**src/source/mem_pkg.sv**
```systemverilog
`default_nettype none

package mem_pkg;

	// ********************
	// bus geometry
	localparam int ADDR_W     = 32;
	localparam int DATA_W     = 64;
	localparam int STRB_W     = DATA_W / 8;
	localparam int PC_W       = 64;
	localparam int INST_W     = 32;
	// sram holds 64-bit words, indexed by addr[12:3]
	localparam int SRAM_DEPTH = 1024;
	localparam int SRAM_AW    = $clog2(SRAM_DEPTH);

	// access size of a load or store
	typedef enum logic [1:0] {
		SIZE_B = 2'd0,
		SIZE_H = 2'd1,
		SIZE_W = 2'd2,
		SIZE_D = 2'd3
	} size_e;

	// ********************
	// shared memory bus, one-cycle request/response
	typedef struct packed {
		logic              req;
		logic              we;
		logic [ADDR_W-1:0] addr;
		logic [DATA_W-1:0] wdata;
		logic [STRB_W-1:0] wstrb;
	} mem_req_t;

	typedef struct packed {
		logic              valid;
		logic [DATA_W-1:0] rdata;
	} mem_rsp_t;

	// external load/store request
	typedef struct packed {
		logic              we;
		size_e             size;
		logic              sext;
		logic [ADDR_W-1:0] addr;
		logic [DATA_W-1:0] wdata;
	} lsu_req_t;

	// one fetched instruction
	typedef struct packed {
		logic [PC_W-1:0]   pc;
		logic [INST_W-1:0] inst;
	} fetch_t;

endpackage

`default_nettype wire

```
**src/source/mem_arbiter.sv**
```systemverilog
`timescale 1ns/1ps
`default_nettype none

module mem_arbiter (
	input  logic              clk,
	input  logic              rst,
	input  mem_pkg::mem_req_t lsu_req,
	input  mem_pkg::mem_req_t ifu_req,
	output mem_pkg::mem_req_t mem_req,
	input  mem_pkg::mem_rsp_t mem_rsp,
	output mem_pkg::mem_rsp_t lsu_rsp,
	output mem_pkg::mem_rsp_t ifu_rsp,
	output logic              ifu_gnt
);

	// owner of the request now in the sram
	logic lsu_own_q;
	logic ifu_own_q;

	// ********************
	// fixed priority, lsu first
	assign mem_req = lsu_req.req ? lsu_req : ifu_req;
	assign ifu_gnt = ifu_req.req && !lsu_req.req;

	always_ff @(posedge clk) begin
		if (rst) begin
			lsu_own_q <= 1'b0;
			ifu_own_q <= 1'b0;
		end else begin
			lsu_own_q <= lsu_req.req;
			ifu_own_q <= ifu_gnt;
		end
	end

	// ********************
	// response steering
	// valid goes to the owner only, data fans out to both
	assign lsu_rsp.valid = mem_rsp.valid && lsu_own_q;
	assign lsu_rsp.rdata = mem_rsp.rdata;
	assign ifu_rsp.valid = mem_rsp.valid && ifu_own_q;
	assign ifu_rsp.rdata = mem_rsp.rdata;

	// never both ports at once
	a_rsp_onehot: assert property (@(posedge clk) disable iff (rst)
		!(lsu_rsp.valid && ifu_rsp.valid));

	// sram answers only what was issued the cycle before
	a_rsp_has_req: assert property (@(posedge clk) disable iff (rst)
		mem_rsp.valid |-> $past(mem_req.req));

endmodule

`default_nettype wire

```
**config.mk**
```make
export PLATFORM = sky130hd
export DESIGN_NAME = mem_arbiter
export DESIGN_NICKNAME = d
export VERILOG_FILES = /design/src/source/mem_pkg.sv /design/src/source/mem_arbiter.sv
export SDC_FILE = /design/constraint.sdc
export NUM_CORES = 1
export LEC_CHECK = 0
export BUFFER_PORTS_ARGS = -buffer_cell sky130_fd_sc_hd__buf_2
export CAP_MARGIN = 20
export CORE_AREA = 4 4 198 200
export CTS_BUF_LIST = sky130_fd_sc_hd__clkbuf_8
export DETAILED_ROUTE_END_ITERATION = 10
export DIE_AREA = 0 0 202 204
export SYNTH_ARGS = -nofsm -noshare
export SYNTH_HDL_FRONTEND = slang
export SYNTH_SLANG_ARGS = --single-unit
```
**constraint.sdc**
```tcl
create_clock -name clk -period 3.1 [get_ports clk]
set_input_delay 0.775 -clock clk [delete_from_list [all_inputs] [get_ports clk]]
set_output_delay 0.775 -clock clk [all_outputs]
set_load 0.02 [all_outputs]
```
==> summary.txt <==
Power and ir drop
  – Pwr per Cell Area: 201 mW/mm²
  – Sequential share of power: 3.8%
  – Logic pwr share: 82.3%
  – Net Sw Frac: 47.3%
  – Clock power share: 13.9%
  – Lkg Pwr: 1.79 nW
  – Overall power: 0.730 mW
  – Int Pwr: 0.384 mW
  – Sw Pwr: 0.345 mW
  – Worst vdd ir: 0.0843 mV

Worst setup path
  – Crit-path leading delay family: buffers and inverters
  – CP required: 2.32 ns
  – Crit path kind: input pin to primary output
  – Worst Path Max Fanout: 41
  – Worst Path Arrival: 1.90 ns
  – Largest stage delay, worst path: 0.40 ns
  – CP Capture Type: primary output
  – Slowest CP cell: mux2_2
  – Worst path cell trace: buf_4, buf_12, mux2_2, buf_2
  – Crit path buffers/inverters: 3
  – Startpoint Class: input pin

Final layout
  – N_diodes: 0
  – Final Util: 9.73%
  – Final instance area: 0.00364 mm²
  – Final cell count without fillers: 954
  – Share of layout cells above drive strength 1: 98.2%
  – P&R area growth vs syn: 56.6%
  – Commonest non-fill, non-tap cell in the layout: buf_2
  – Multi-input logic area: 0.00124 mm²
  – Register area: 40.0 µm²
  – Nets@finish: 724
  – Fillers: 4399
  – Commonest non-fill, non-tap cells in the layout: buf_2, mux2_2, mux2_4, clkbuf_8, buf_4

Logic synthesis
  – Synth Area per Inst: 9.18 µm²
  – Mapped Area: 0.00232 mm²
  – Syn nets: 532
  – Seq/Total Area, Yosys: 1.72%
  – Top post-synthesis cells by area: mux2_2, buf_4, mux2_4
  – Post-Synthesis Cells: 253
  – Seq cells post-synth: 2
  – Post-synth top area share: 48.0%
  – Cell taking the most area after synthesis: mux2_2
  – Yosys warning total: 0
  – Synth unique cells: 10

Detailed routing
  – Via count: 2452
  – 1st-pass router iterations: 4
  – 1st-iter DRT viols: 111
  – WL/cell: 16.3 µm
  – Post-route ant nets: 0
  – Vias/cell: 2.57
  – Drc violations: 0
  – Final wirelength: 15.5 mm

Timing
  – Setup ws final: 0.429 ns
  – Final hold vios: 0
  – Min Hold Slack: 0.740 ns
  – Setup TNS: 0 ns
  – Setup-failing EPs final: 0
  – Worst-Margin Slew: 0.278 ns
  – Max Slew Vio Count: 0
  – RSZ-0062 raised after global routing: false
  – Max-slew headroom: 81.5%
  – Fin crit share: 86.2%
  – Fmax achieved: 374 MHz
  – Minimum clock period: 2.67 ns

Die
  – Initial Util: 6.21%
  – I/O pin total: 516
  – Die area: 0.0412 mm²
  – Core area: 0.0374 mm²
  – Die height: 204 µm
  – DIE WIDTH: 202 µm
  – Site Rows: 71

Clock tree
  – Clock-pin slew on the worst setup and hold paths: 0.03 ns
  – CTS tree: done
  – Clock sink total: 2
  – H-tree depth: 1
  – Hold buffers post-CTS: 0
  – Clk root buf: clkbuf_8
  – CTS resizes: 0
  – Clock tree buffer depth: 2
  – Number of setup buffers added after CTS: 0
  – TritonCTS buffer count: 3

Run status
  – Status: complete, no violations

Global route
  – Total track usage: 6.79%
  – Initial antenna violation count: 0
  – Total grt overflow: 0
  – Pin count of the biggest net entering global routing: 42
  – Vias in the first global route: 2686
  – First-pass GRT wire length: 20.1 mm

Placed design
  – GPL Wtd Cong: 0.948
  – Placed inst area: 0.00360 mm²
  – Place WS: 0.422 ns
  – Port Buf Inserts: 323
  – DPL Wire Length: 14.6 mm
  – Placed insts: 951

Flow run
  – Max Cap Viol: 0

Min path
  – Hold Crit Class: input pin to register
## cell type report
| class | count | share of cell area, % |
|---|---|---|
| Clock buffer | 3 | 1.13 |
| Multi-Input combinational cell | 111 | 34.2 |
| Sequential cell | 2 | 1.10 |
| Tap cell | 511 | 17.6 |
| Timing Repair Buffer | 327 | 46.0 |
## Yosys cell counts, drive strengths merged
master,count
buf,140
mux2,105
and2,2
dfxtp,2
nor2b,2
nor3b,1
or2,1
## power by group through the flow
stage                     Combinational, mW  Sequential [mW]  Clock (mW)
final                                 0.601           0.0274       0.101
after global routing                  0.639           0.0275       0.108
after CTS                             0.613           0.0274       0.106
after detailed placement              0.609           0.0277           0
after global placement                0.607           0.0276           0
after floorplan                       0.548           0.0276           0
## cells by family (layout without fill, tap and decap cells)
kind of cell | count (synthesis) | after routing | synth area share [%]
muxes | 105 | 105 | 51.9
buffers and inverters | 140 | 330 | 44.7
and+or+nand+nor | 6 | 6 | 1.67
DFF | 2 | 2 | 1.72
## path summary, 6_finish.rpt
| check | from | endpoint | cells after the start |
|---|---|---|---|
| max | lsu_req[105] | mem_req[77] | 4 |
| min | rst | lsu_own_q$_SDFF_PP0_ | 2 |
## registers in the layout, indices dropped and copies added (netlist names)
register / flops
ifu_own_q: 1
lsu_own_q: 1
## per-layer routing
layer | global-route usage (%) | up-vias | part of all wire, %
met3 | 2.38 | 44 | 11
met4 | 1.83 | 0 | 2.6
li1 | - | 1109 | -
met5 | 0 | - | 0
met1 | 7.67 | 1048 | 36
met2 | 12.1 | 251 | 50
(Power assumes the default switching activity.)
