[src/source/mul_pkg.sv]
`default_nettype none

package mul_pkg;

	localparam int MUL_W = 64;

	// start-to-done latency, iterations plus one output cycle
	localparam int MUL_LAT_D  = 34;
	localparam int MUL_LAT_W  = 18;
	localparam int MUL_ITER_D = MUL_LAT_D - 1;
	localparam int MUL_ITER_W = MUL_LAT_W - 1;
	localparam int MUL_CNT_W  = 6;

	typedef struct packed {
		logic             mulw;
		// [1] multiplicand signed, [0] multiplier signed
		logic [1:0]       mul_signed;
		logic [MUL_W-1:0] mulcand;
		logic [MUL_W-1:0] muler;
	} mul_req_t;

	typedef struct packed {
		logic [MUL_W-1:0] result_hi;
		logic [MUL_W-1:0] result_lo;
	} mul_rsp_t;

endpackage

`default_nettype wire

[src/source/booth_mul.sv]
`timescale 1ns/1ps
`default_nettype none

module booth_mul (
	input  logic              clk,
	input  logic              rst,
	input  logic              start,
	input  logic              flush,
	input  mul_pkg::mul_req_t req,
	output logic              busy,
	output logic              done,
	output mul_pkg::mul_rsp_t rsp
);

	logic                          busy_q;
	logic                          mulw_q;
	logic [mul_pkg::MUL_CNT_W-1:0] cnt_q;
	// multiplicand, one extra bit for signedness
	logic [64:0]                   mcand_q;
	// shifting product, hi accumulates, lo holds multiplier bits
	logic [65:0]                   hi_q;
	logic [65:0]                   lo_q;
	// booth bit below lo[0]
	logic                          q_q;
	logic [64:0]                   mcand_ext;
	logic [65:0]                   muler_ext;
	logic [67:0]                   pp;
	logic [67:0]                   sum;
	logic [131:0]                  prod;
	logic [63:0]                   prod_w;

	// ********************
	// operand extension
	always_comb begin
		if (req.mulw) begin
			// word mode, low 32 bits only
			mcand_ext = {{33{req.mul_signed[1] & req.mulcand[31]}}, req.mulcand[31:0]};
			muler_ext = {{34{req.mul_signed[0] & req.muler[31]}}, req.muler[31:0]};
		end else begin
			mcand_ext = {req.mul_signed[1] & req.mulcand[63], req.mulcand};
			muler_ext = {{2{req.mul_signed[0] & req.muler[63]}}, req.muler};
		end
	end

	// ********************
	// radix-4 booth digit
	always_comb begin
		case ({lo_q[1:0], q_q})
			// +1
			3'b001, 3'b010: pp = {{3{mcand_q[64]}}, mcand_q};
			// +2
			3'b011:         pp = {{2{mcand_q[64]}}, mcand_q, 1'b0};
			// -2
			3'b100:         pp = -{{2{mcand_q[64]}}, mcand_q, 1'b0};
			// -1
			3'b101, 3'b110: pp = -{{3{mcand_q[64]}}, mcand_q};
			default:        pp = '0;
		endcase
	end

	assign sum = {{2{hi_q[65]}}, hi_q} + pp;

	// ********************
	// control
	always_ff @(posedge clk) begin
		if (rst) begin
			busy_q <= 1'b0;
			cnt_q  <= '0;
		end else if (flush) begin
			busy_q <= 1'b0;
		end else if (start) begin
			busy_q <= 1'b1;
			cnt_q  <= req.mulw ? mul_pkg::MUL_CNT_W'(mul_pkg::MUL_ITER_W)
			                   : mul_pkg::MUL_CNT_W'(mul_pkg::MUL_ITER_D);
		end else if (busy_q) begin
			// zero count is the output cycle
			if (cnt_q == '0)
				busy_q <= 1'b0;
			else
				cnt_q <= cnt_q - 1'b1;
		end
	end

	// datapath, two multiplier bits per cycle
	always_ff @(posedge clk) begin
		if (start) begin
			mcand_q <= mcand_ext;
			mulw_q  <= req.mulw;
			hi_q    <= '0;
			lo_q    <= muler_ext;
			q_q     <= 1'b0;
		end else if (busy_q && cnt_q != '0) begin
			// add, then arithmetic shift right by two
			hi_q <= sum[67:2];
			lo_q <= {sum[1:0], lo_q[65:2]};
			q_q  <= lo_q[1];
		end
	end

	// ********************
	// result
	assign prod   = {hi_q, lo_q};
	// word mode stops 16 iterations early, product sits at bit 32
	assign prod_w = prod[95:32];

	always_comb begin
		if (mulw_q) begin
			rsp.result_hi = {{32{prod_w[63]}}, prod_w[63:32]};
			rsp.result_lo = {{32{prod_w[31]}}, prod_w[31:0]};
		end else begin
			rsp.result_hi = prod[127:64];
			rsp.result_lo = prod[63:0];
		end
	end

	assign busy = busy_q;
	assign done = busy_q && (cnt_q == '0) && !flush;

	a_no_start_busy: assert property (@(posedge clk) disable iff (rst)
		start |-> !busy_q);

endmodule

`default_nettype wire

[config.mk]
export PLATFORM = sky130hd
export DESIGN_NAME = booth_mul
export DESIGN_NICKNAME = d
export VERILOG_FILES = /design/src/source/mul_pkg.sv /design/src/source/booth_mul.sv
export SDC_FILE = /design/constraint.sdc
export NUM_CORES = 1
export LEC_CHECK = 0
export ABC_AREA = 1
export BUFFER_PORTS_ARGS = -buffer_cell sky130_fd_sc_hd__buf_2
export CORE_UTILIZATION = 35
export DETAILED_ROUTE_END_ITERATION = 16
export RECOVER_POWER = 100
export SETUP_SLACK_MARGIN = 0.02
export SYNTH_ARGS = -nofsm -noshare
export SYNTH_HDL_FRONTEND = slang
export SYNTH_SLANG_ARGS = --single-unit
export TNS_END_PERCENT = 5
[constraint.sdc]
create_clock -name clk -period 3.5 [get_ports clk]
set_clock_uncertainty 0.1 [all_clocks]
set_input_delay 0.175 -clock clk [delete_from_list [all_inputs] [get_ports clk]]
set_output_delay 0.175 -clock clk [all_outputs]
set_load 0.05 [all_outputs]
==> results of run 1 <==
## worst paths after layout
kind	from	to	slack, ns
setup / recovery	mcand_q[1]	hi_q[58]	-0.55
hold / removal	req[78]	mcand_q[14]	0.22
setup reg to reg	mcand_q[1]	hi_q[58]	-0.55
hold reg to reg	hi_q[0]	hi_q[0]	0.42
## report_power, final
part / internal, W / leakage, nW / total [W] / switching (W)
Sequential: 0.00283 / 1.91 / 0.00298 / 0.000153
Combinational: 0.00167 / 10.6 / 0.00421 / 0.00254
Clock: 0.00189 / 0.467 / 0.00305 / 0.00116
Total: 0.00639 / 13.0 / 0.0102 / 0.00385
## metal layers
layer	part of all wire	up-vias	track usage	wire, um
li1	-	10700	-	-
met1	0.45	9691	0.360	32900
met2	0.46	704	0.458	34000
met3	0.057	117	0.0294	4160
met4	0.035	0	0.0889	2580
met5	0	-	0	0
## Yosys cell counts (3+ instances only)
cell | instances | area [um^2]
a221oi_1 | 5 | 43.8
a21o_1 | 4 | 30.0
a21oi_1 | 135 | 676
a22oi_1 | 3 | 22.5
nand3b_1 | 12 | 90.1
a221o_1 | 6 | 60.1
a31oi_1 | 3 | 18.8
inv_1 | 429 | 1610
o21ai_0 | 244 | 1220
clkbuf_1 | 76 | 285
nor4_1 | 6 | 37.5
dfxtp_1 | 74 | 1480
clkbuf_8 | 4 | 55.1
edfxtp_1 | 132 | 3960
nand2_1 | 697 | 2620
buf_4 | 33 | 248
nor2_2 | 10 | 62.6
nand4_1 | 34 | 213
nor3_1 | 29 | 145
o2111ai_1 | 23 | 201
xnor2_1 | 7 | 61.3
nand2_2 | 9 | 56.3
ha_1 | 70 | 876
nor2_1 | 340 | 1280
buf_1 | 7 | 26.3
o21ai_1 | 4 | 20.0
nand3_2 | 4 | 40.0
nor3b_1 | 3 | 22.5
a21boi_0 | 7 | 52.6
xor2_1 | 61 | 534
o21bai_1 | 17 | 128
nor2_4 | 5 | 56.3
o211ai_1 | 43 | 323
nand3_1 | 151 | 756
o21a_1 | 7 | 52.6
o22ai_1 | 21 | 131
inv_2 | 5 | 18.8
or2_2 | 7 | 43.8
## flip-flops by register name, summed over array words and instances (netlist names)
register,cells
cnt_q,6
mcand_q,65
lo_q,66
q_q,1
mulw_q,1
hi_q,66
busy,1
## final cells by class
type | count | area [um^2] | area share
Clock buffer | 31 | 701 | 0.0254
Clock inverter | 18 | 273 | 0.00989
Inverter | 436 | 1640 | 0.0594
Multi-Input combinational cell | 1993 | 11700 | 0.426
Sequential cell | 206 | 5450 | 0.197
Tap cell | 672 | 841 | 0.0305
Timing Repair Buffer | 962 | 6940 | 0.252
## worst register-to-register path, delay by kind of cell (launching register included)
family	cells	cell delay, ns
buffers and inverters	5	0.54
AND/OR/NAND/NOR	20	2.54
flip-flops	1	0.42
adder cells (fa/ha/maj)	1	0.37
## kinds of logic after synthesis
kind of cell             count (synthesis)
AND/OR/NAND/NOR                       1321
buffers and inverters                  559
AO/OA/AOI/OAI                          533
flip-flops                             206
adder cells (fa/ha/maj)                 71
XOR/XNOR                                68
## timing repair
action / 4_1_cts / 5_1_grt
endpoints found under the hold margin: 150 / 0
gates resized for setup: 154 / 270
hold buffers: 136 / 0
setup endpoints to repair: 59 / 63
buffers inserted: 15 / 16
pin swaps: 29 / 100
## cells in the final DEF (no fill, tap or decap), types with 59 or more instances in the layout
cell and instances:
inv_1 413, o21ai_0 193, nor2_2 76, nand2_2 62
clkbuf_1 90, buf_4 542, nand2_1 638, nand3_1 137
buf_2 134, nor2_1 252, xor2_1 59, a21oi_1 80
dfxtp_1 74, dlygate4sd3_1 136, edfxtp_1 132
## stage by stage
stage / util / instances / TNS, ns / power (W) / hold slack [ns]
finish: 0.549 / 4318 / -18.77 / 0.0102 / 0.223
floorplan: - / 2758 / 0 / 0.00507 / 0.153
global route: 0.549 / 4318 / -32.74 / 0.0108 / 0.209
CTS: 0.528 / 4302 / -16.14 / 0.00999 / 0.194
detailed placement: 0.469 / 4102 / -31.39 / 0.00663 / 0.253
global placement: 0.469 / 4102 / -28.40 / 0.00663 / 0.252
==> summary.md, run 1 <==
| Metric | Value |
|---|---|
| Port Buffers | `between 200 and 300` |
| Critical Path Slowest Stage Cell | `edfxtp_1` |
| DIE AREA | `0.0520 mm^2` |
| Post-route minimum period | `about 4.1 ns` |
| Vias per Instance | `4.92` |
| Mapped cell area | `0.0179 mm^2` |
| Final Max Slew Viols | `32` |
| Vias post-DR | `~21,000` |
| Total GRT Usage | `0.271` |
| Critical path's top delay family | `simple AND/OR/NAND/NOR gates` |
| Tightest Pin Transition | `1.56 ns` |
| Vias in the first global route | `around 20,000` |
| Post-synthesis sequential element count | `between 200 and 250` |
| Largest stage delay, worst path | `0.42 ns` |
| WP depth | `26` |
| Post-synth EDFFs | `about 130` |
| Adder-cell share of the synthesized area | `0.0501` |
| Die Height | `~230 um` |
| Synth Area in Compound Gates | `0.172` |
| Top_reg_cell synth | `edfxtp_1` |
| H-tree depth | `1` |
| Register area share after synthesis | `0.304` |
| NumNets Final | `3,832` |
| DP HPWL | `about 57 mm` |
| Final setup viols | `between 50 and 60` |
| Result of the run | `finished with violations` |
| Total grt overflow | `0` |
| Number of core rows | `82` |
| Synth Area in XOR/XNOR | `0.0333` |
| Simple-gate area share of the yosys netlist | `0.314` |
| DRC | `0` |
| Ys async rst share | `0` |
| Failing checks | `capacitance limit, slew limit, setup timing` |
| Clk Latency, worst-skew pair | `around 0.57 ns` |
| FILL cells | `4,953` |
| Setup WS pre-CTS | `-0.850 ns` |
| Pwr/cell area | `371 mW/mm^2` |
| Ant diodes | `0` |
| RSZ-0062 raised after global routing | `yes` |
| Mapped Nets | `between 2,000 and 3,000` |
| Final WS setup | `-0.555 ns` |
| Max Fclk | `247 MHz` |
| Die X | `approximately 230 um` |
| Type of element capturing the critical path | `flip-flop` |
| Number of DRC markers in iteration 0 | `between 1,500 and 2,000` |
| Largest net degree at the start of global routing | `102` |
| Reg2Reg Depth | `26` |
| Starting density of the core | `0.356` |
| VDD IR max | `0.386 mV` |
| DR pass1 iterations | `6` |
| Buf+Inv Stages, Crit Path | `5` |
| First-pass GRT wire length | `about 110 mm` |
| TritonCTS buffer count | `27` |
| Synth Area per Inst | `6.49 um^2` |
| CTS tree | `done` |
| Hold path cells | `2` |
| Clock buffer depth | `3` |
| Post-layout instance area | `0.0276 mm^2` |
| Final hold vios | `0` |
| Worst EP arrival | `approximately 4.4 ns` |
| Largest family of logic cells by synthesized area | `simple AND/OR/NAND/NOR gates` |
| Max capacitance violation total | `1` |
| Initial antenna violation count | `0` |
| CP Class | `reg -> reg` |
| Synth cell types | `60` |
| Fraction of layout cells with a size suffix above 1 | `0.316` |
| Setup crit start kind | `flip-flop` |
| Critical Path RT | `3.87 ns` |
| Static Leak | `13.0 nW` |
| Critical path fanouts, max | `5` |
| Routability cong. | `1.03` |
| Sink Count | `roughly 210` |
| Mux cell area share after synthesis | `0` |
| Worst hold-check path type | `in -> reg` |
| I/O pins | `265` |
| Core area | `0.0503 mm^2` |
| Synth Instances | `about 2,800` |
| Synth warn | `0` |
| Placed inst area | `0.0236 mm^2` |
| Final period util | `1.16` |
| Most frequent CP cell | `nand2_2` |
| Drt total wl | `approximately 74 mm` |
| CTS root buf | `clkbuf_16` |
| Antenna-violating nets left | `0` |
| Relative slew slack | `-0.0425` |
| Clock transition at path regs | `~0.060 ns` |
| Area grow syn2layout | `54.1%` |
| Avg WL per Cell | `~17 um` |
Power figures use the tool's default switching activity.
==> inputs of run 2 (changes only) <==
--- a/config.mk
+++ b/config.mk
@@ -10,7 +10,6 @@
 export CORE_UTILIZATION = 35
 export DETAILED_ROUTE_END_ITERATION = 16
 export RECOVER_POWER = 100
-export SETUP_SLACK_MARGIN = 0.02
 export SYNTH_ARGS = -nofsm -noshare
 export SYNTH_HDL_FRONTEND = slang
 export SYNTH_SLANG_ARGS = --single-unit
==> run 2 against run 1 <==
  * The run still ends with capacitance limit, slew limit, setup timing left
  * Worst hold slack hardly changed
  * First-iteration DRC count decreased by 4.3%
  * Flip-flop and latch count did not move
  * Combinational power rose by 5%
  * Sequential power about the same
  * Die area unchanged
  * Total power up 2.0%
  * Critical path depth is 4 higher
  * Critical path type unchanged
==> summary.md, run 2 (synthesis results as in run 1) <==
| Metric | Value |
|---|---|
| Result of the run | `finished with violations (unchanged)` |
| Failing checks | `capacitance limit, slew limit, setup timing (unchanged)` |
| VDD IR max | `0.387 mV (was 0.386 mV)` |
| Worst EP arrival | `4.38 ns (was 4.42 ns)` |
| Critical Path Slowest Stage Cell | `edfxtp_1 (unchanged)` |
| Commonest non-fill, non-tap cell in the layout | `nand2_1 (unchanged)` |
| Clk Latency, worst-skew pair | `0.57 ns (about the same)` |
| Total grt overflow | `0 (unchanged)` |
| Pwr/cell area | `368 mW/mm^2 (was 371 mW/mm^2)` |
| Largest stage delay, worst path | `0.42 ns (about the same)` |
| Tightest Pin Transition | `1.63 ns (was 1.56 ns)` |
| Net switching power | `0.00396 W (was 0.00385 W)` |
| Internal Power | `0.00649 W (was 0.00639 W)` |
| Clock share of power | `0.293 (was 0.298)` |
| Initial antenna violation count | `0 (unchanged)` |
| Finished Core Util | `0.564 (was 0.549)` |
| Critical path fanouts, max | `4 (was 5)` |
| CP Launch Point | `mcand_q[1] (unchanged)` |
| Critical Path RT | `3.91 ns (was 3.87 ns)` |
| Sw frac | `0.379 (was 0.376)` |
| CP endpoint | `hi_q[65] (was hi_q[58])` |
| Antenna-violating nets left | `0 (unchanged)` |
| Drt total wl | `74.4 mm (was 73.6 mm)` |
| Final Max Slew Viols | `32 (unchanged)` |
| Clock transition at path regs | `0.06 ns (about the same)` |
| Starting density of the core | `0.356 (unchanged)` |
| Min Hold Slack | `0.223 ns (about the same)` |
| Vias per Instance | `4.94 (was 4.92)` |
| Met1 WL | `33.2 mm (was 32.9 mm)` |
| DP HPWL | `56.9 mm (unchanged)` |
| Type of element capturing the critical path | `flip-flop (unchanged)` |
| Final hold vios | `0 (unchanged)` |
| Port Buffers | `264 (unchanged)` |
| Setup WS pre-CTS | `-0.850 ns (unchanged)` |
| Core area | `0.0503 mm^2 (unchanged)` |
| Comb power frac | `0.421 (was 0.411)` |
| Avg WL per Cell | `17.2 um (was 17.1 um)` |
| Most frequent CP cell | `nand2_1 (was nand2_2)` |
| Register share of total power | `0.285 (was 0.291)` |
| Setup crit start kind | `flip-flop (unchanged)` |
| Max Fclk | `252 MHz (was 247 MHz)` |
| Met3 Wirelength | `3.97 mm (was 4.16 mm)` |
| TritonCTS buffer count | `27 (unchanged)` |
| Total GRT Usage | `0.271 (about the same)` |
| Vias in the first global route | `20,300 (about the same)` |
| Worst hold-check path type | `in -> reg (unchanged)` |
| H-tree depth | `1 (unchanged)` |
| DR top layer | `met4 (unchanged)` |
| CTS root buf | `clkbuf_16 (unchanged)` |
| Ant diodes | `0 (unchanged)` |
| Static Leak | `13.4 nW (was 13.0 nW)` |
| Relative slew slack | `-0.0842 (was -0.0425)` |
| CTS tree | `done (unchanged)` |
| Largest regs | `hi_q (66), lo_q (66), mcand_q (65) (unchanged)` |
| Max capacitance violation total | `1 (unchanged)` |
| Number of DRC markers in iteration 0 | `1,520 (was 1,588)` |
| First-pass GRT wire length | `111 mm (about the same)` |
| CP Class | `reg -> reg (unchanged)` |
| Vias post-DR | `21,400 (was 21,200)` |
| Sink Count | `206 (unchanged)` |
| Reg2Reg Depth | `30 (was 26)` |
| Post-route minimum period | `3.97 ns (was 4.05 ns)` |
| DR pass1 iterations | `6 (unchanged)` |
| Tot Pwr | `0.0104 W (was 0.0102 W)` |
| Area grow syn2layout | `58.4% (was 54.1%)` |
| Clock buffer depth | `3 (unchanged)` |
| DRC | `0 (unchanged)` |
| FILL cells | `4,804 (was 4,953)` |
| Reg2reg end | `hi_q[65] (was hi_q[58])` |
| Die X | `228 um (unchanged)` |
| Number of core rows | `82 (unchanged)` |
| Final setup viols | `53 (was 57)` |
| Die Height | `228 um (unchanged)` |
| Setup slack, reg-to-reg | `-0.47 ns (was -0.55 ns)` |
| Reg-to-Reg Start | `mcand_q[1] (unchanged)` |
| RSZ-0062 raised after global routing | `yes (unchanged)` |
| Routability cong. | `1.03 (unchanged)` |
| WL met2 | `34.7 mm (was 34.0 mm)` |
| Most frequent cells in the layout | `611 x nand2_1, 553 x buf_4, 408 x inv_1 (was 638 x nand2_1, 542 x buf_4, 413 x inv_1)` |
| DIE AREA | `0.0520 mm^2 (unchanged)` |
| Fraction of layout cells with a size suffix above 1 | `0.357 (was 0.316)` |
| I/O pins | `265 (unchanged)` |
| NumNets Final | `3,846 (was 3,832)` |
| Largest net degree at the start of global routing | `102 (unchanged)` |
| Final WS setup | `-0.471 ns (was -0.555 ns)` |
| Final period util | `1.13 (was 1.16)` |
run 2: cell types whose count changed in the layout (fill, tap and decap cells not counted), moves of 7 or more:
cell      before  now
o21ai_0      193  185
ha_1          40   33
nor2_1       252  232
nor2_4        27   44
buf_4        542  553
buf_2        134  227
a21oi_4        7   14
a21oi_1       80   73
clkbuf_1      90   40
nand2_1      638  611
clkbuf_2      47    0
nand2_2       62   82
run 2: worst min path at each step:
stage	startpoint	slack, ns	endpoint	cells after the start
floorplan	rst	0.15	cnt_q[5]	1
global placement	req[69]	0.25	mcand_q[5]	1
detailed placement	req[93]	0.25	mcand_q[29]	1
CTS	req[66]	0.19	mcand_q[2]	2
global route	req[84]	0.21	mcand_q[20]	2
finish	req[78]	0.22	mcand_q[14]	2
run 2: critical path: cells and delay by family (launching register included):
kind	cells	cell delay, ns
AO/OA/AOI/OAI	2	0.31
AND/OR/NAND/NOR	18	1.73
buffers and inverters	7	0.65
XOR/XNOR	1	0.16
flip-flops	1	0.42
adder cells (fa/ha/maj)	2	0.54
run 2: routing by layer:
metal / track usage / vias up
met5: 0 / -
met4: 0.0858 / 0
met3: 0.0294 / 113
met2: 0.459 / 691
met1: 0.360 / 9844
li1: - / 10700
run 2: timing repair:
| item | 4_1_cts | 5_1_grt |
|---|---|---|
| hold buffers | 137 | 0 |
| endpoints found under the hold margin | 150 | 0 |
| setup buffers | 17 | 29 |
| setup endpoints to repair | 59 | 60 |
| gates resized for setup | 189 | 374 |
| cloned | 0 | 0 |
| pin swaps | 44 | 163 |
run 2: layout make-up:
class                   instances  area (um^2)  area share
clock buffers                  31          701      0.0247
clock inverters                18          273     0.00962
inverters                     436         1640      0.0579
multi-input cells            1993        12300       0.434
flip-flops and latches        206         5450       0.192
well taps                     672          841      0.0296
repair buffers                976         7140       0.252
run 2: through the flow:
step | TNS (ns) | cells | cell area [um^2]
global route | -29.36 | 4332 | 28400
CTS | -15.32 | 4304 | 26600
detailed placement | -31.39 | 4102 | 23600
floorplan | 0 | 2758 | 17900
finish | -17.07 | 4332 | 28400
global placement | -28.40 | 4102 | 23600
run 2: power groups by stage:
stage | logic, W | clock network (W) | registers, W
after floorplan | 0.00208 | 0 | 0.00299
after global routing | 0.00472 | 0.00322 | 0.00300
after global placement | 0.00362 | 0 | 0.00301
after detailed placement | 0.00362 | 0 | 0.00301
after CTS | 0.00391 | 0.00313 | 0.00297
final | 0.00440 | 0.00306 | 0.00298
