File: src/source/mem_pkg.sv
`default_nettype none

package mem_pkg;

	// ********************
	// bus geometry
	localparam int ADDR_W     = 32;
	localparam int DATA_W     = 64;
	localparam int STRB_W     = DATA_W / 8;
	localparam int PC_W       = 64;
	localparam int INST_W     = 32;
	// sram holds 64-bit words, indexed by addr[12:3]
	localparam int SRAM_DEPTH = 1024;
	localparam int SRAM_AW    = $clog2(SRAM_DEPTH);

	// access size of a load or store
	typedef enum logic [1:0] {
		SIZE_B = 2'd0,
		SIZE_H = 2'd1,
		SIZE_W = 2'd2,
		SIZE_D = 2'd3
	} size_e;

	// ********************
	// shared memory bus, one-cycle request/response
	typedef struct packed {
		logic              req;
		logic              we;
		logic [ADDR_W-1:0] addr;
		logic [DATA_W-1:0] wdata;
		logic [STRB_W-1:0] wstrb;
	} mem_req_t;

	typedef struct packed {
		logic              valid;
		logic [DATA_W-1:0] rdata;
	} mem_rsp_t;

	// external load/store request
	typedef struct packed {
		logic              we;
		size_e             size;
		logic              sext;
		logic [ADDR_W-1:0] addr;
		logic [DATA_W-1:0] wdata;
	} lsu_req_t;

	// one fetched instruction
	typedef struct packed {
		logic [PC_W-1:0]   pc;
		logic [INST_W-1:0] inst;
	} fetch_t;

endpackage

`default_nettype wire

File: src/source/lsu.sv
`timescale 1ns/1ps
`default_nettype none

module lsu (
	input  logic                        clk,
	input  logic                        rst,
	input  logic                        req_valid,
	input  mem_pkg::lsu_req_t           req,
	output mem_pkg::mem_req_t           mem_req,
	input  mem_pkg::mem_rsp_t           mem_rsp,
	output logic                        rsp_valid,
	output logic [mem_pkg::DATA_W-1:0]  rdata
);

	mem_pkg::lsu_req_t          req_q;
	// issue cycle strobe
	logic                       issue_q;
	// set from request until response
	logic                       out_q;
	logic [mem_pkg::STRB_W-1:0] strb;
	logic [mem_pkg::DATA_W-1:0] shifted;
	logic [3:0]                 align_span;

	// ********************
	// request register
	always_ff @(posedge clk) begin
		if (rst) begin
			issue_q <= 1'b0;
			out_q   <= 1'b0;
		end else begin
			issue_q <= req_valid;
			if (req_valid)
				out_q <= 1'b1;
			else if (mem_rsp.valid)
				out_q <= 1'b0;
		end
	end

	always_ff @(posedge clk) begin
		if (req_valid)
			req_q <= req;
	end

	// strobe for the size, shifted to the byte offset
	always_comb begin
		case (req_q.size)
			mem_pkg::SIZE_B: strb = 8'h01 << req_q.addr[2:0];
			mem_pkg::SIZE_H: strb = 8'h03 << req_q.addr[2:0];
			mem_pkg::SIZE_W: strb = 8'h0f << req_q.addr[2:0];
			default:         strb = 8'hff;
		endcase
	end

	always_comb begin
		mem_req       = '0;
		mem_req.req   = issue_q;
		mem_req.we    = req_q.we;
		mem_req.addr  = req_q.addr;
		// store data into its byte lane
		mem_req.wdata = req_q.wdata << {req_q.addr[2:0], 3'b000};
		mem_req.wstrb = req_q.we ? strb : '0;
	end

	// ********************
	// load return
	assign rsp_valid = mem_rsp.valid && out_q;
	assign shifted   = mem_rsp.rdata >> {req_q.addr[2:0], 3'b000};

	// field extract, then sign or zero extend
	always_comb begin
		case (req_q.size)
			mem_pkg::SIZE_B: rdata = {{56{req_q.sext & shifted[7]}}, shifted[7:0]};
			mem_pkg::SIZE_H: rdata = {{48{req_q.sext & shifted[15]}}, shifted[15:0]};
			mem_pkg::SIZE_W: rdata = {{32{req_q.sext & shifted[31]}}, shifted[31:0]};
			default:         rdata = shifted;
		endcase
	end

	// low address bits that must be zero for this size
	assign align_span = (4'd1 << req.size) - 4'd1;

	a_aligned: assert property (@(posedge clk) disable iff (rst)
		req_valid |-> (req.addr[2:0] & align_span[2:0]) == 3'b000);

	// one access at a time, a new one may meet the response
	a_one_outstanding: assert property (@(posedge clk) disable iff (rst)
		req_valid |-> !out_q || mem_rsp.valid);

endmodule

`default_nettype wire

File: config.mk
export PLATFORM = sky130hd
export DESIGN_NAME = lsu
export DESIGN_NICKNAME = d
export VERILOG_FILES = /design/src/source/mem_pkg.sv /design/src/source/lsu.sv
export SDC_FILE = /design/constraint.sdc
export NUM_CORES = 1
export LEC_CHECK = 0
export ABC_AREA = 1
export BUFFER_PORTS_ARGS = -buffer_cell sky130_fd_sc_hd__buf_2
export CORE_ASPECT_RATIO = 0.6
export CORE_UTILIZATION = 52
export DETAILED_ROUTE_END_ITERATION = 10
export GPL_TIMING_DRIVEN = 0
export PLACE_DENSITY = 0.87
export SLEW_MARGIN = 10
export SYNTH_ARGS = -nofsm -noshare
export SYNTH_HDL_FRONTEND = slang
export SYNTH_SLANG_ARGS = --single-unit
File: constraint.sdc
create_clock -name clk -period 4.8 [get_ports clk]
set_input_delay 0.96 -clock clk [delete_from_list [all_inputs] [get_ports clk]]
set_output_delay 0.96 -clock clk [all_outputs]
set_load 0.1 [all_outputs]
==> results of run 1 <==
[worst max-delay path, delay by kind of cell (launching register included)]
kind,cells,cell delay (ns)
and+or+nand+nor,3,1.00
DFF,1,0.42
buffers and inverters,3,1.13
adders and majority gates,1,0.26
[Yosys cell counts, drive strengths merged]
master / instances
mux2i: 1
buf: 89
o21ai: 107
nand3: 52
edfxtp: 100
nor2: 64
o221ai: 7
and2: 3
o211ai: 46
ha: 5
inv: 69
o22ai: 1
nand4: 32
o21bai: 1
nand2: 364
a21oi: 22
a31oi: 1
clkbuf: 16
dfxtp: 2
or2: 6
o311ai: 2
[power by group through the flow]
stage                     clock, mW  combinational [mW]  sequential (mW)
after floorplan                   0                1.72             1.10
after global placement            0                2.13             1.11
after detailed placement          0                2.14             1.11
after CTS                     0.740                2.15             1.09
after global routing          0.772                2.25             1.09
final                         0.751                2.19             1.09
[per-layer routing]
layer  routed length [um]  GRT usage, %  share of wire (%)
met3                 5310          12.7                 16
met1                12100          57.3                 38
met5                    0             0                  0
met4                  976          13.3                3.0
met2                13900          66.4                 43
[flip-flops by register name, indices dropped and copies added (netlist names)]
name and cells:
req_q 67, mem_req 33, issue_q 1, out_q 1
[area by class of cell]
type                       count  area (um2)  area share [%]
sequential                   102        3040            31.1
timing repair buffer         339        1720            17.6
tap                          192         240            2.45
buffer                       105         704            7.20
clock inverter                 7        73.8           0.754
multi-input combinational    714        3520            36.0
clock buffer                   9         225            2.30
inverter                      69         259            2.65
[path summary, 6_finish.rpt]
check | start | end | slack (ns) | depth (start not counted)
worst min-delay path | out_q$_SDFFE_PP0P_ | out_q$_SDFFE_PP0P_ | 0.46 | 2
worst max-delay path | req_q[98]$_DFFE_PP_ | rdata[39] | 0.67 | 7
worst max register to register | out_q$_SDFFE_PP0P_ | out_q$_SDFFE_PP0P_ | 4.24 | 2
worst min register to register | out_q$_SDFFE_PP0P_ | out_q$_SDFFE_PP0P_ | 0.46 | 2
[metrics by stage]
step	total power, mW	area (um2)	hold WS [ns]
CTS	3.98	9790	0.459
global route	4.12	9790	0.487
finish	4.03	9790	0.464
floorplan	2.81	7530	0.433
detailed placement	3.25	9490	0.446
global placement	3.23	9460	0.447
[logic make-up after synthesis]
logic type	synth area share, %
and+or+nand+nor	31.3
DFF	40.4
muxes	0.133
buffers and inverters	12.8
adders and majority gates	0.831
AOI/OAI and AO/OA	14.5
==> implementation parameters, run 1 <==
Parameter                              Value

Placed design
  Number of buffers inserted by port buffering    around 340
  Final weighted congestion of routability-driven global placement    0.960
  Inst Count DP    around 1.5k
  Placement-stage worst setup slack    1.24 ns
  HPWL Detailed    approximately 25,000 um

Detailed routing
  Final routed wire length divided by cell count    21.1 um
  Final antenna-violating net count    0
  Post-detailed-route DRC marker count    0
  Mean number of vias per cell    between 5 and 6
  DR vias    ~9.1k
  DR iter-0 viols    between 1k and 1.5k
  Final wirelength    ~32,000 um
  Drt first pass iters    7

Clock tree
  CTS HTree Levels    3
  CTS-repair resized insts    0
  Buffer levels on the longest clock path    2
  Post-CTS Repair Setup Buffers    0
  Clk slew on worst S/H paths    0.08 ns
  Root cell of the clock tree    sky130_fd_sc_hd__clkbuf_16
  Number of clock sinks seen by CTS    just over 100
  Number of buffers inserted during clock tree synthesis    9
  CTS tree    done
  Worst-Skew Late Latency    around 0.36 ns
  CTS Hold Buffers Added    0

Floorplanning
  Initial core utilization    54.3%
  Ports    between 300 and 400
  Row Count    33
  Total Die Area    15,000 um2
  Vertical die dimension    about 95 um
  Die X    ~160 um
  Standard cell core area    between 10,000 and 15,000 um2

Setup path
  Data required time of the critical path    3.84 ns
  Critical Path Source Type    flip-flop
  Worst path arrival time    between 3 and 4 ns
  Largest fanout on the critical path    10
  Worst Setup End Kind    output port
  Path type of the worst setup path    flip-flop to output port
  Sequence of cells on the critical path    ha_1 > inv_1 > nor2_1 > clkbuf_1 > nand3_1 > nand4_2 > buf_2
  Longest individual stage delay on the worst path    approximately 0.65 ns
  Slowest cell on the critical path    sky130_fd_sc_hd__nor2_1

Logic synthesis
  Number of cells produced by synthesis    990
  Share of Yosys cell area claimed by the top area cell type    about two fifths
  Cell area after technology mapping    ~7500 um2
  Post-synthesis net count    about 1.2k
  Synth top area cells    sky130_fd_sc_hd__edfxtp_1, sky130_fd_sc_hd__nand2_1, sky130_fd_sc_hd__o211ai_1
  Count of synthesis-stage warnings from yosys    0
  Top cell type by total area after synthesis    sky130_fd_sc_hd__edfxtp_1
  Portion of the post-synthesis area used by sequential elements    roughly 40%
  Count of distinct cell types in the synthesized netlist    34
  Synth Area per Inst    roughly 7.6 um2
  Synth Register Bits    around 100

Global routing
  Number of antenna violations at the first check in global routing    0
  Grt total ovfl    0
  Largest net degree at the start of global routing    66
  Number of global-route vias before repair    just over 8k
  Global router's overall resource usage    a little over two fifths
  First-pass GRT wire length    between 40,000 and 50,000 um

Power
  Static leakage    5.07 nW
  P per Cell Area    between 400 and 500 nW/um2
  Worst-case vdd ir drop    roughly 250 uV
  Switching share of power    approximately 55%
  Sequential fraction of design power    roughly 27%
  Clock group share of total power    between 10% and 20%
  Internal Pwr Total    roughly 1.8 mW
  Switching power summed over all nets    2.22 mW
  Power share of the combinational group    roughly 54%

STA
  TNS Setup    0 ns
  Min Clock Period, post-route    approximately 4.1 ns
  Peak clock frequency supported by timing    ~240 MHz
  RSZ-0062 raised after global routing    false
  Slew Limit Headroom    around two fifths
  Max-slew violation total from the final report    0
  Setup Viol. Count Final    0
  Final worst setup slack    0.672 ns
  Share of the clock period used by the worst path after layout    around 86%
  Final hold violation count    0
  Worst slew pin tran    between 0.9 and 1 ns
  Clock Skews    0 ns

Cells and area
  Antenna Cells    0
  Count of placed standard cells in the final layout, fillers left out    ~1.5k
  Commonest cells after routing, fill and taps aside    sky130_fd_sc_hd__buf_2, sky130_fd_sc_hd__nand2_1, sky130_fd_sc_hd__edfxtp_1, sky130_fd_sc_hd__o21ai_0, sky130_fd_sc_hd__inv_1
  Layout overhead on the synthesized area    30.0%
  Fin nets    1,513
  Number of filler cells placed in the layout    around 1.2k
  Ratio of cells with drive above 1 in the final layout    a little under two fifths
  Leading cell type in the layout, fill and taps excluded    sky130_fd_sc_hd__buf_2
  Utilization after layout    a little over two thirds

Outcome
  Result of the run    completed

Hold path
  Class of the tightest hold or removal check    flip-flop to flip-flop

Run
  Max Cap Violations    0
(Power assumes the default switching activity.)
==> inputs of run 2 (changes only) <==
Settings changed: BUFFER_PORTS_ARGS -buffer_cell sky130_fd_sc_hd__buf_2 to -buffer_cell sky130_fd_sc_hd__buf_4, CELL_PAD_IN_SITES_DETAIL_PLACEMENT set to 0, CELL_PAD_IN_SITES_GLOBAL_PLACEMENT set to 2, CORE_UTILIZATION 52 to 27, PLACE_DENSITY 0.87 to not set, PLACE_DENSITY_LB_ADDON set to 0.1.
==> run 2 against run 1 <==
Cell count increased by 11%. Via count fell by 6.5%. Largest cell class unchanged. First-iteration DRC count decreased by 33%.
==> implementation parameters, run 2 (same netlist as run 1, synthesis figures left out) <==
Parameter                              Value

Run
  Max Cap Violations    0 (unchanged)

Setup path
  Largest fanout on the critical path    10 (unchanged)
  Path type of the worst setup path    flip-flop to output port
  Origin of the critical flop-to-flop path    out_q$_SDFFE_PP0P_
  Depth of the worst register-to-register path    2 (unchanged)
  Worst Setup End Kind    output port
  Data required time of the critical path    3.84 ns (about the same)
  Register-to-register setup slack    4.24 ns (about the same)
  Endpoint of the worst register-to-register path    out_q$_SDFFE_PP0P_
  Worst path arrival time    3.08 ns (-0.09 ns)
  Critical Path Source Type    flip-flop

Clock tree
  CTS tree    done
  Root cell of the clock tree    sky130_fd_sc_hd__clkbuf_16
  Post-CTS Repair Setup Buffers    0 (unchanged)
  Number of clock sinks seen by CTS    102 (unchanged)
  Buffer levels on the longest clock path    2 (unchanged)
  CTS HTree Levels    3 (unchanged)
  CTS-repair resized insts    0 (unchanged)
  CTS Hold Buffers Added    0 (unchanged)
  Worst-Skew Late Latency    0.37 ns (about the same)
  Number of buffers inserted during clock tree synthesis    9 (unchanged)
  Clk slew on worst S/H paths    0.08 ns (about the same)

Global routing
  First-pass GRT wire length    54,400 um (+17%)
  Number of antenna violations at the first check in global routing    1 (+1)
  Grt total ovfl    0 (unchanged)
  Largest net degree at the start of global routing    102 (+55%)
  Global router's overall resource usage    26.5% (-16 points)
  Number of global-route vias before repair    8,087 (-2.0%)

Floorplanning
  Total Die Area    28,600 um2 (+91%)
  Row Count    46 (+39%)
  Initial core utilization    28.0% (-26 points)
  Vertical die dimension    131 um (+38%)
  Ports    339 (unchanged)
  Die X    218 um (+38%)
  Standard cell core area    26,900 um2 (+94%)

Detailed routing
  Post-detailed-route DRC marker count    0 (unchanged)
  DR iter-0 viols    883 (-33%)
  Final wirelength    38,200 um (+18%)
  Final antenna-violating net count    0 (unchanged)
  Final routed wire length divided by cell count    22.4 um (+6.5%)
  Drt first pass iters    5 (-2)
  DR vias    8,477 (-6.5%)
  Mean number of vias per cell    4.97 (-16%)

STA
  RSZ-0062 raised after global routing    false
  Setup Viol. Count Final    0 (unchanged)
  Worst slew pin tran    1.02 ns (+0.107 ns)
  Clock Skews    0 ns (unchanged)
  Share of the clock period used by the worst path after layout    84.2% (-1.7 points)
  TNS Setup    0 ns (unchanged)
  Final hold violation count    0 (unchanged)
  Min Clock Period, post-route    4.04 ns (-0.0838 ns)
  Max-slew violation total from the final report    0 (unchanged)
  Smallest hold slack    0.464 ns (-0.000512 ns)
  Peak clock frequency supported by timing    247 MHz (+2.1%)
  Slew Limit Headroom    31.9% (-7.1 points)

Cells and area
  Fin nets    1,512 (-0.066%)
  Fin area    10,800 um2 (+11%)
  Top reg by flops    req_q
  Leading cell type in the layout, fill and taps excluded    sky130_fd_sc_hd__buf_4
  Antenna Cells    0 (unchanged)
  Ratio of cells with drive above 1 in the final layout    36.7% (-0.047 points)
  Commonest cells after routing, fill and taps aside    sky130_fd_sc_hd__buf_4, sky130_fd_sc_hd__nand2_1, sky130_fd_sc_hd__edfxtp_1, sky130_fd_sc_hd__o21ai_0, sky130_fd_sc_hd__inv_1
  Utilization after layout    40.3% (-30 points)
  Flip-flop count of the largest register, all copies and words added    67 (unchanged)
  Layout overhead on the synthesized area    43.9%

Hold path
  Class of the tightest hold or removal check    flip-flop to flip-flop
  Hold_sp    out_q$_SDFFE_PP0P_
  Number of stages on the worst hold path    2 (unchanged)
  End point of the most critical hold path    out_q$_SDFFE_PP0P_

Power
  Static leakage    5.28 nW (+4.2%)
  P per Cell Area    391 nW/um2 (-5.0%)
  Worst-case vdd ir drop    234 uV (-5.7%)
  Total chip power    4.23 mW (+5.1%)

Placed design
  Final weighted congestion of routability-driven global placement    0.883 (-8.0%)
  Placed Instance Area    10,500 um2 (+11%)
  Number of buffers inserted by port buffering    338 (unchanged)
  HPWL Detailed    30,300 um (+21%)

Outcome
  Result of the run    completed
## run 2: final cells by class
cell class | count | area, um2
fill | 2906 | 16000
multi-input combinational | 714 | 3520
sequential | 102 | 3040
timing repair buffer | 338 | 2540
buffer | 105 | 704
tap | 360 | 450
inverter | 69 | 259
clock buffer | 9 | 225
clock inverter | 7 | 85.1
## run 2: per-layer routing
metal | part of all wire, % | track usage, % | up-vias
met1 | 49 | 41.5 | 4074
met4 | 0.97 | 3.64 | 2
li1 | - | - | 3996
met3 | 8.9 | 5.30 | 27
met2 | 41 | 37.3 | 378
met5 | 0.044 | 0 | -
## run 2: stage by stage
stage                     worst slack, ns  instances
after detailed placement             1.21       1688
after floorplan                     0.522        990
after global placement               1.26       1688
after CTS                           0.790       1704
final                               0.756       1704
after global routing                0.649       1704
## run 2: how the worst max path moves through the flow
stage                        start   endpoint  cells after the start
2_1_floorplan           mem_rsp[0]   rdata[0]                      2
3_3_place_gp   req_q[98]$_DFFE_PP_  rdata[32]                      7
3_5_place_dp   req_q[98]$_DFFE_PP_  rdata[32]                      7
4_1_cts        req_q[98]$_DFFE_PP_  rdata[32]                      7
5_1_grt        req_q[98]$_DFFE_PP_  rdata[32]                      7
6_report       req_q[98]$_DFFE_PP_  rdata[32]                      7
## run 2: report_power, final
group | total, mW | switching, mW | leakage (nW) | internal, mW
sequential | 1.09 | 0.0304 | 0.995 | 1.06
clock | 0.798 | 0.382 | 0.153 | 0.416
combinational | 2.34 | 1.84 | 4.13 | 0.507
## run 2: critical path, cell delays in order (launching register included)
cell and delay, ns:
sky130_fd_sc_hd__edfxtp_1 0.40, sky130_fd_sc_hd__ha_1 0.28, sky130_fd_sc_hd__inv_1 0.18, sky130_fd_sc_hd__nor2_1 0.66
sky130_fd_sc_hd__clkbuf_1 0.55, sky130_fd_sc_hd__nand3_1 0.21, sky130_fd_sc_hd__nand4_1 0.13, sky130_fd_sc_hd__buf_4 0.29
==> inputs of run 3 (changes only) <==
Settings changed: CORE_UTILIZATION 27 to 26.
Clock period 4.8 ns to 4 ns, I/O delays scaled along.
==> run 3 against run 2 <==
Cell count rose by 0.41%. Flip-flop and latch count unchanged. Power up 21%. Via count down 0.45%. Final area grew 0.44%. Routed wire length increased by 2.4%. Non-clock buffer count did not move. Count of clock-buffer cells in the layout unchanged. Die area increased by 3.8%. Critical endpoint is now mem_req[22]. Sequential share of layout area shrank 0.12 points.
==> implementation parameters, run 3 (same netlist as run 1, synthesis figures left out) <==
Parameter                              Value

Outcome
  Result of the run    completed

STA
  Peak clock frequency supported by timing    approximately 270 MHz
  Min Clock Period, post-route    approximately 3.8 ns
  Smallest hold slack    0.462 ns (-0.00144 ns)
  Slew Limit Headroom    31.8% (-0.13 points)
  Final hold violation count    0 (unchanged)
  Clock Skews    0 ns (unchanged)
  Max-slew violation total from the final report    0 (unchanged)
  Share of the clock period used by the worst path after layout    between 90% and 100%
  Worst slew pin tran    1.02 ns (+0.00202 ns)
  RSZ-0062 raised after global routing    false
  TNS Setup    0 ns (unchanged)
  Setup Viol. Count Final    0 (unchanged)

Detailed routing
  Drt first pass iters    6 (+1)
  Post-detailed-route DRC marker count    0 (unchanged)
  Mean number of vias per cell    4.93 (-0.86%)
  Final routed wire length divided by cell count    22.9 um (+2.0%)
  DR iter-0 viols    769 (-13%)
  DR vias    8,439 (-0.45%)
  Final wirelength    39,100 um (+2.4%)
  Final antenna-violating net count    0 (unchanged)

Setup path
  Largest fanout on the critical path    10 (unchanged)
  Sequence of cells on the critical path    buf_4 > nor2_2 > inv_1 > clkbuf_1 > clkbuf_1 > nor2_1 > buf_4
  Worst Setup End Kind    output port
  Longest individual stage delay on the worst path    0.63 ns (-0.03 ns)
  Data required time of the critical path    3.20 ns (-0.64 ns)
  Critical Path Source Type    flip-flop
  Slowest cell on the critical path    sky130_fd_sc_hd__clkbuf_1
  Worst path arrival time    2.96 ns (-0.12 ns)
  Path type of the worst setup path    flip-flop to output port

Clock tree
  Root cell of the clock tree    sky130_fd_sc_hd__clkbuf_16
  Number of clock sinks seen by CTS    102 (unchanged)
  Buffer levels on the longest clock path    2 (unchanged)
  Worst-Skew Late Latency    0.37 ns (about the same)
  CTS HTree Levels    3 (unchanged)
  CTS Hold Buffers Added    0 (unchanged)
  Clk slew on worst S/H paths    0.08 ns (about the same)
  CTS tree    done
  Number of buffers inserted during clock tree synthesis    9 (unchanged)

Cells and area
  Fin nets    1,512 (unchanged)
  Fin area    10,900 um2 (+0.44%)
  Top reg by flops    req_q
  Commonest cells after routing, fill and taps aside    sky130_fd_sc_hd__buf_4, sky130_fd_sc_hd__nand2_1, sky130_fd_sc_hd__edfxtp_1, sky130_fd_sc_hd__o21ai_0, sky130_fd_sc_hd__inv_1
  Flip-flop count of the largest register, all copies and words added    67 (unchanged)
  Leading cell type in the layout, fill and taps excluded    sky130_fd_sc_hd__buf_4
  Ratio of cells with drive above 1 in the final layout    36.9% (+0.22 points)
  Number of filler cells placed in the layout    3,022 (+4.0%)
  Layout overhead on the synthesized area    44.5%
  Utilization after layout    38.9% (-1.4 points)
  Antenna Cells    0 (unchanged)

Floorplanning
  Vertical die dimension    134 um (+1.9%)
  Total Die Area    29,700 um2 (+3.8%)
  Standard cell core area    28,000 um2 (+4.1%)
  Ports    339 (unchanged)
  Row Count    47 (+2.2%)
  Initial core utilization    26.9% (-1.1 points)
  Die X    222 um (+1.9%)

Placed design
  HPWL Detailed    30,800 um (+1.5%)
  Final weighted congestion of routability-driven global placement    0.869 (-1.6%)
  Number of buffers inserted by port buffering    338 (unchanged)
  Placed Instance Area    10,500 um2 (+0.23%)

Global routing
  First-pass GRT wire length    55,500 um (+2.1%)
  Number of global-route vias before repair    8,248 (+2.0%)
  Grt total ovfl    0 (unchanged)
  Global router's overall resource usage    26.1% (-0.39 points)
  Number of antenna violations at the first check in global routing    0 (-1)
  Largest net degree at the start of global routing    102 (unchanged)

Power
  P per Cell Area    470 nW/um2 (+20%)
  Static leakage    5.29 nW (+0.12%)
  Worst-case vdd ir drop    229 uV (-1.8%)

Run
  Max Cap Violations    0 (unchanged)

Hold path
  Class of the tightest hold or removal check    flip-flop to flip-flop
-- run 3: cell count changes in the layout (fill, tap and decap cells not counted), sizes merged --
cell,previous run,this run
clkinv,2,4
clkinvlp,0,1
inv,73,70
-- run 3: metal layers --
layer	vias to the layer above	wire (um)	track usage [%]
met5	-	0	0
met2	364	16300	38.0
li1	4005	-	-
met4	0	371	3.97
met3	21	3240	6.07
met1	4049	19200	39.4
-- run 3: worst max-delay path, delay by kind of cell, from the launching register on --
kind / cells / cell delay, ns
buffers and inverters: 5 / 1.87
flip-flops: 1 / 0.36
AND/OR/NAND/NOR: 2 / 0.35
-- run 3: cell type report --
| type | instances | area (um2) | share of cell area, % |
|---|---|---|---|
| Clock inverter | 7 | 106 | 0.978 |
| Tap cell | 367 | 459 | 4.22 |
| Timing Repair Buffer | 338 | 2540 | 23.4 |
| Multi-Input combinational cell | 714 | 3540 | 32.5 |
| Buffer | 105 | 704 | 6.48 |
| Inverter | 69 | 259 | 2.38 |
| Clock buffer | 9 | 225 | 2.07 |
| Sequential cell | 102 | 3040 | 28.0 |
-- run 3: timing repair --
item,in CTS,in global routing
endpoints found under the hold margin,0,0
buffers inserted,0,0
setup endpoints to repair,0,3
resized for setup,0,1
-- run 3: path summary, 6_finish.rpt --
| path | startpoint | to | slack, ns | cells past startpoint |
|---|---|---|---|---|
| worst min register to register | out_q$_SDFFE_PP0P_ | out_q$_SDFFE_PP0P_ | 0.46 | 2 |
| worst max register to register | out_q$_SDFFE_PP0P_ | out_q$_SDFFE_PP0P_ | 3.44 | 2 |
| worst min-delay path | out_q$_SDFFE_PP0P_ | out_q$_SDFFE_PP0P_ | 0.46 | 2 |
| worst max-delay path | mem_req[73]$_DFFE_PP_ | mem_req[22] | 0.24 | 7 |
-- run 3: power breakdown --
group,total [mW],switching [mW],internal (mW)
Combinational,2.83,2.22,0.610
Clock,0.985,0.477,0.508
Sequential,1.31,0.0375,1.27
Total,5.12,2.73,2.39
-- run 3: through the flow --
| stage | setup slack [ns] | total power, mW | std cells |
|---|---|---|---|
| 2_1_floorplan | 0.367 | 3.38 | 990 |
| 3_3_place_gp | 0.581 | 4.15 | 1695 |
| 3_5_place_dp | 0.500 | 4.15 | 1695 |
| 4_1_cts | 0.0704 | 5.14 | 1711 |
| 5_1_grt | 0.112 | 5.30 | 1711 |
| 6_report | 0.241 | 5.12 | 1711 |
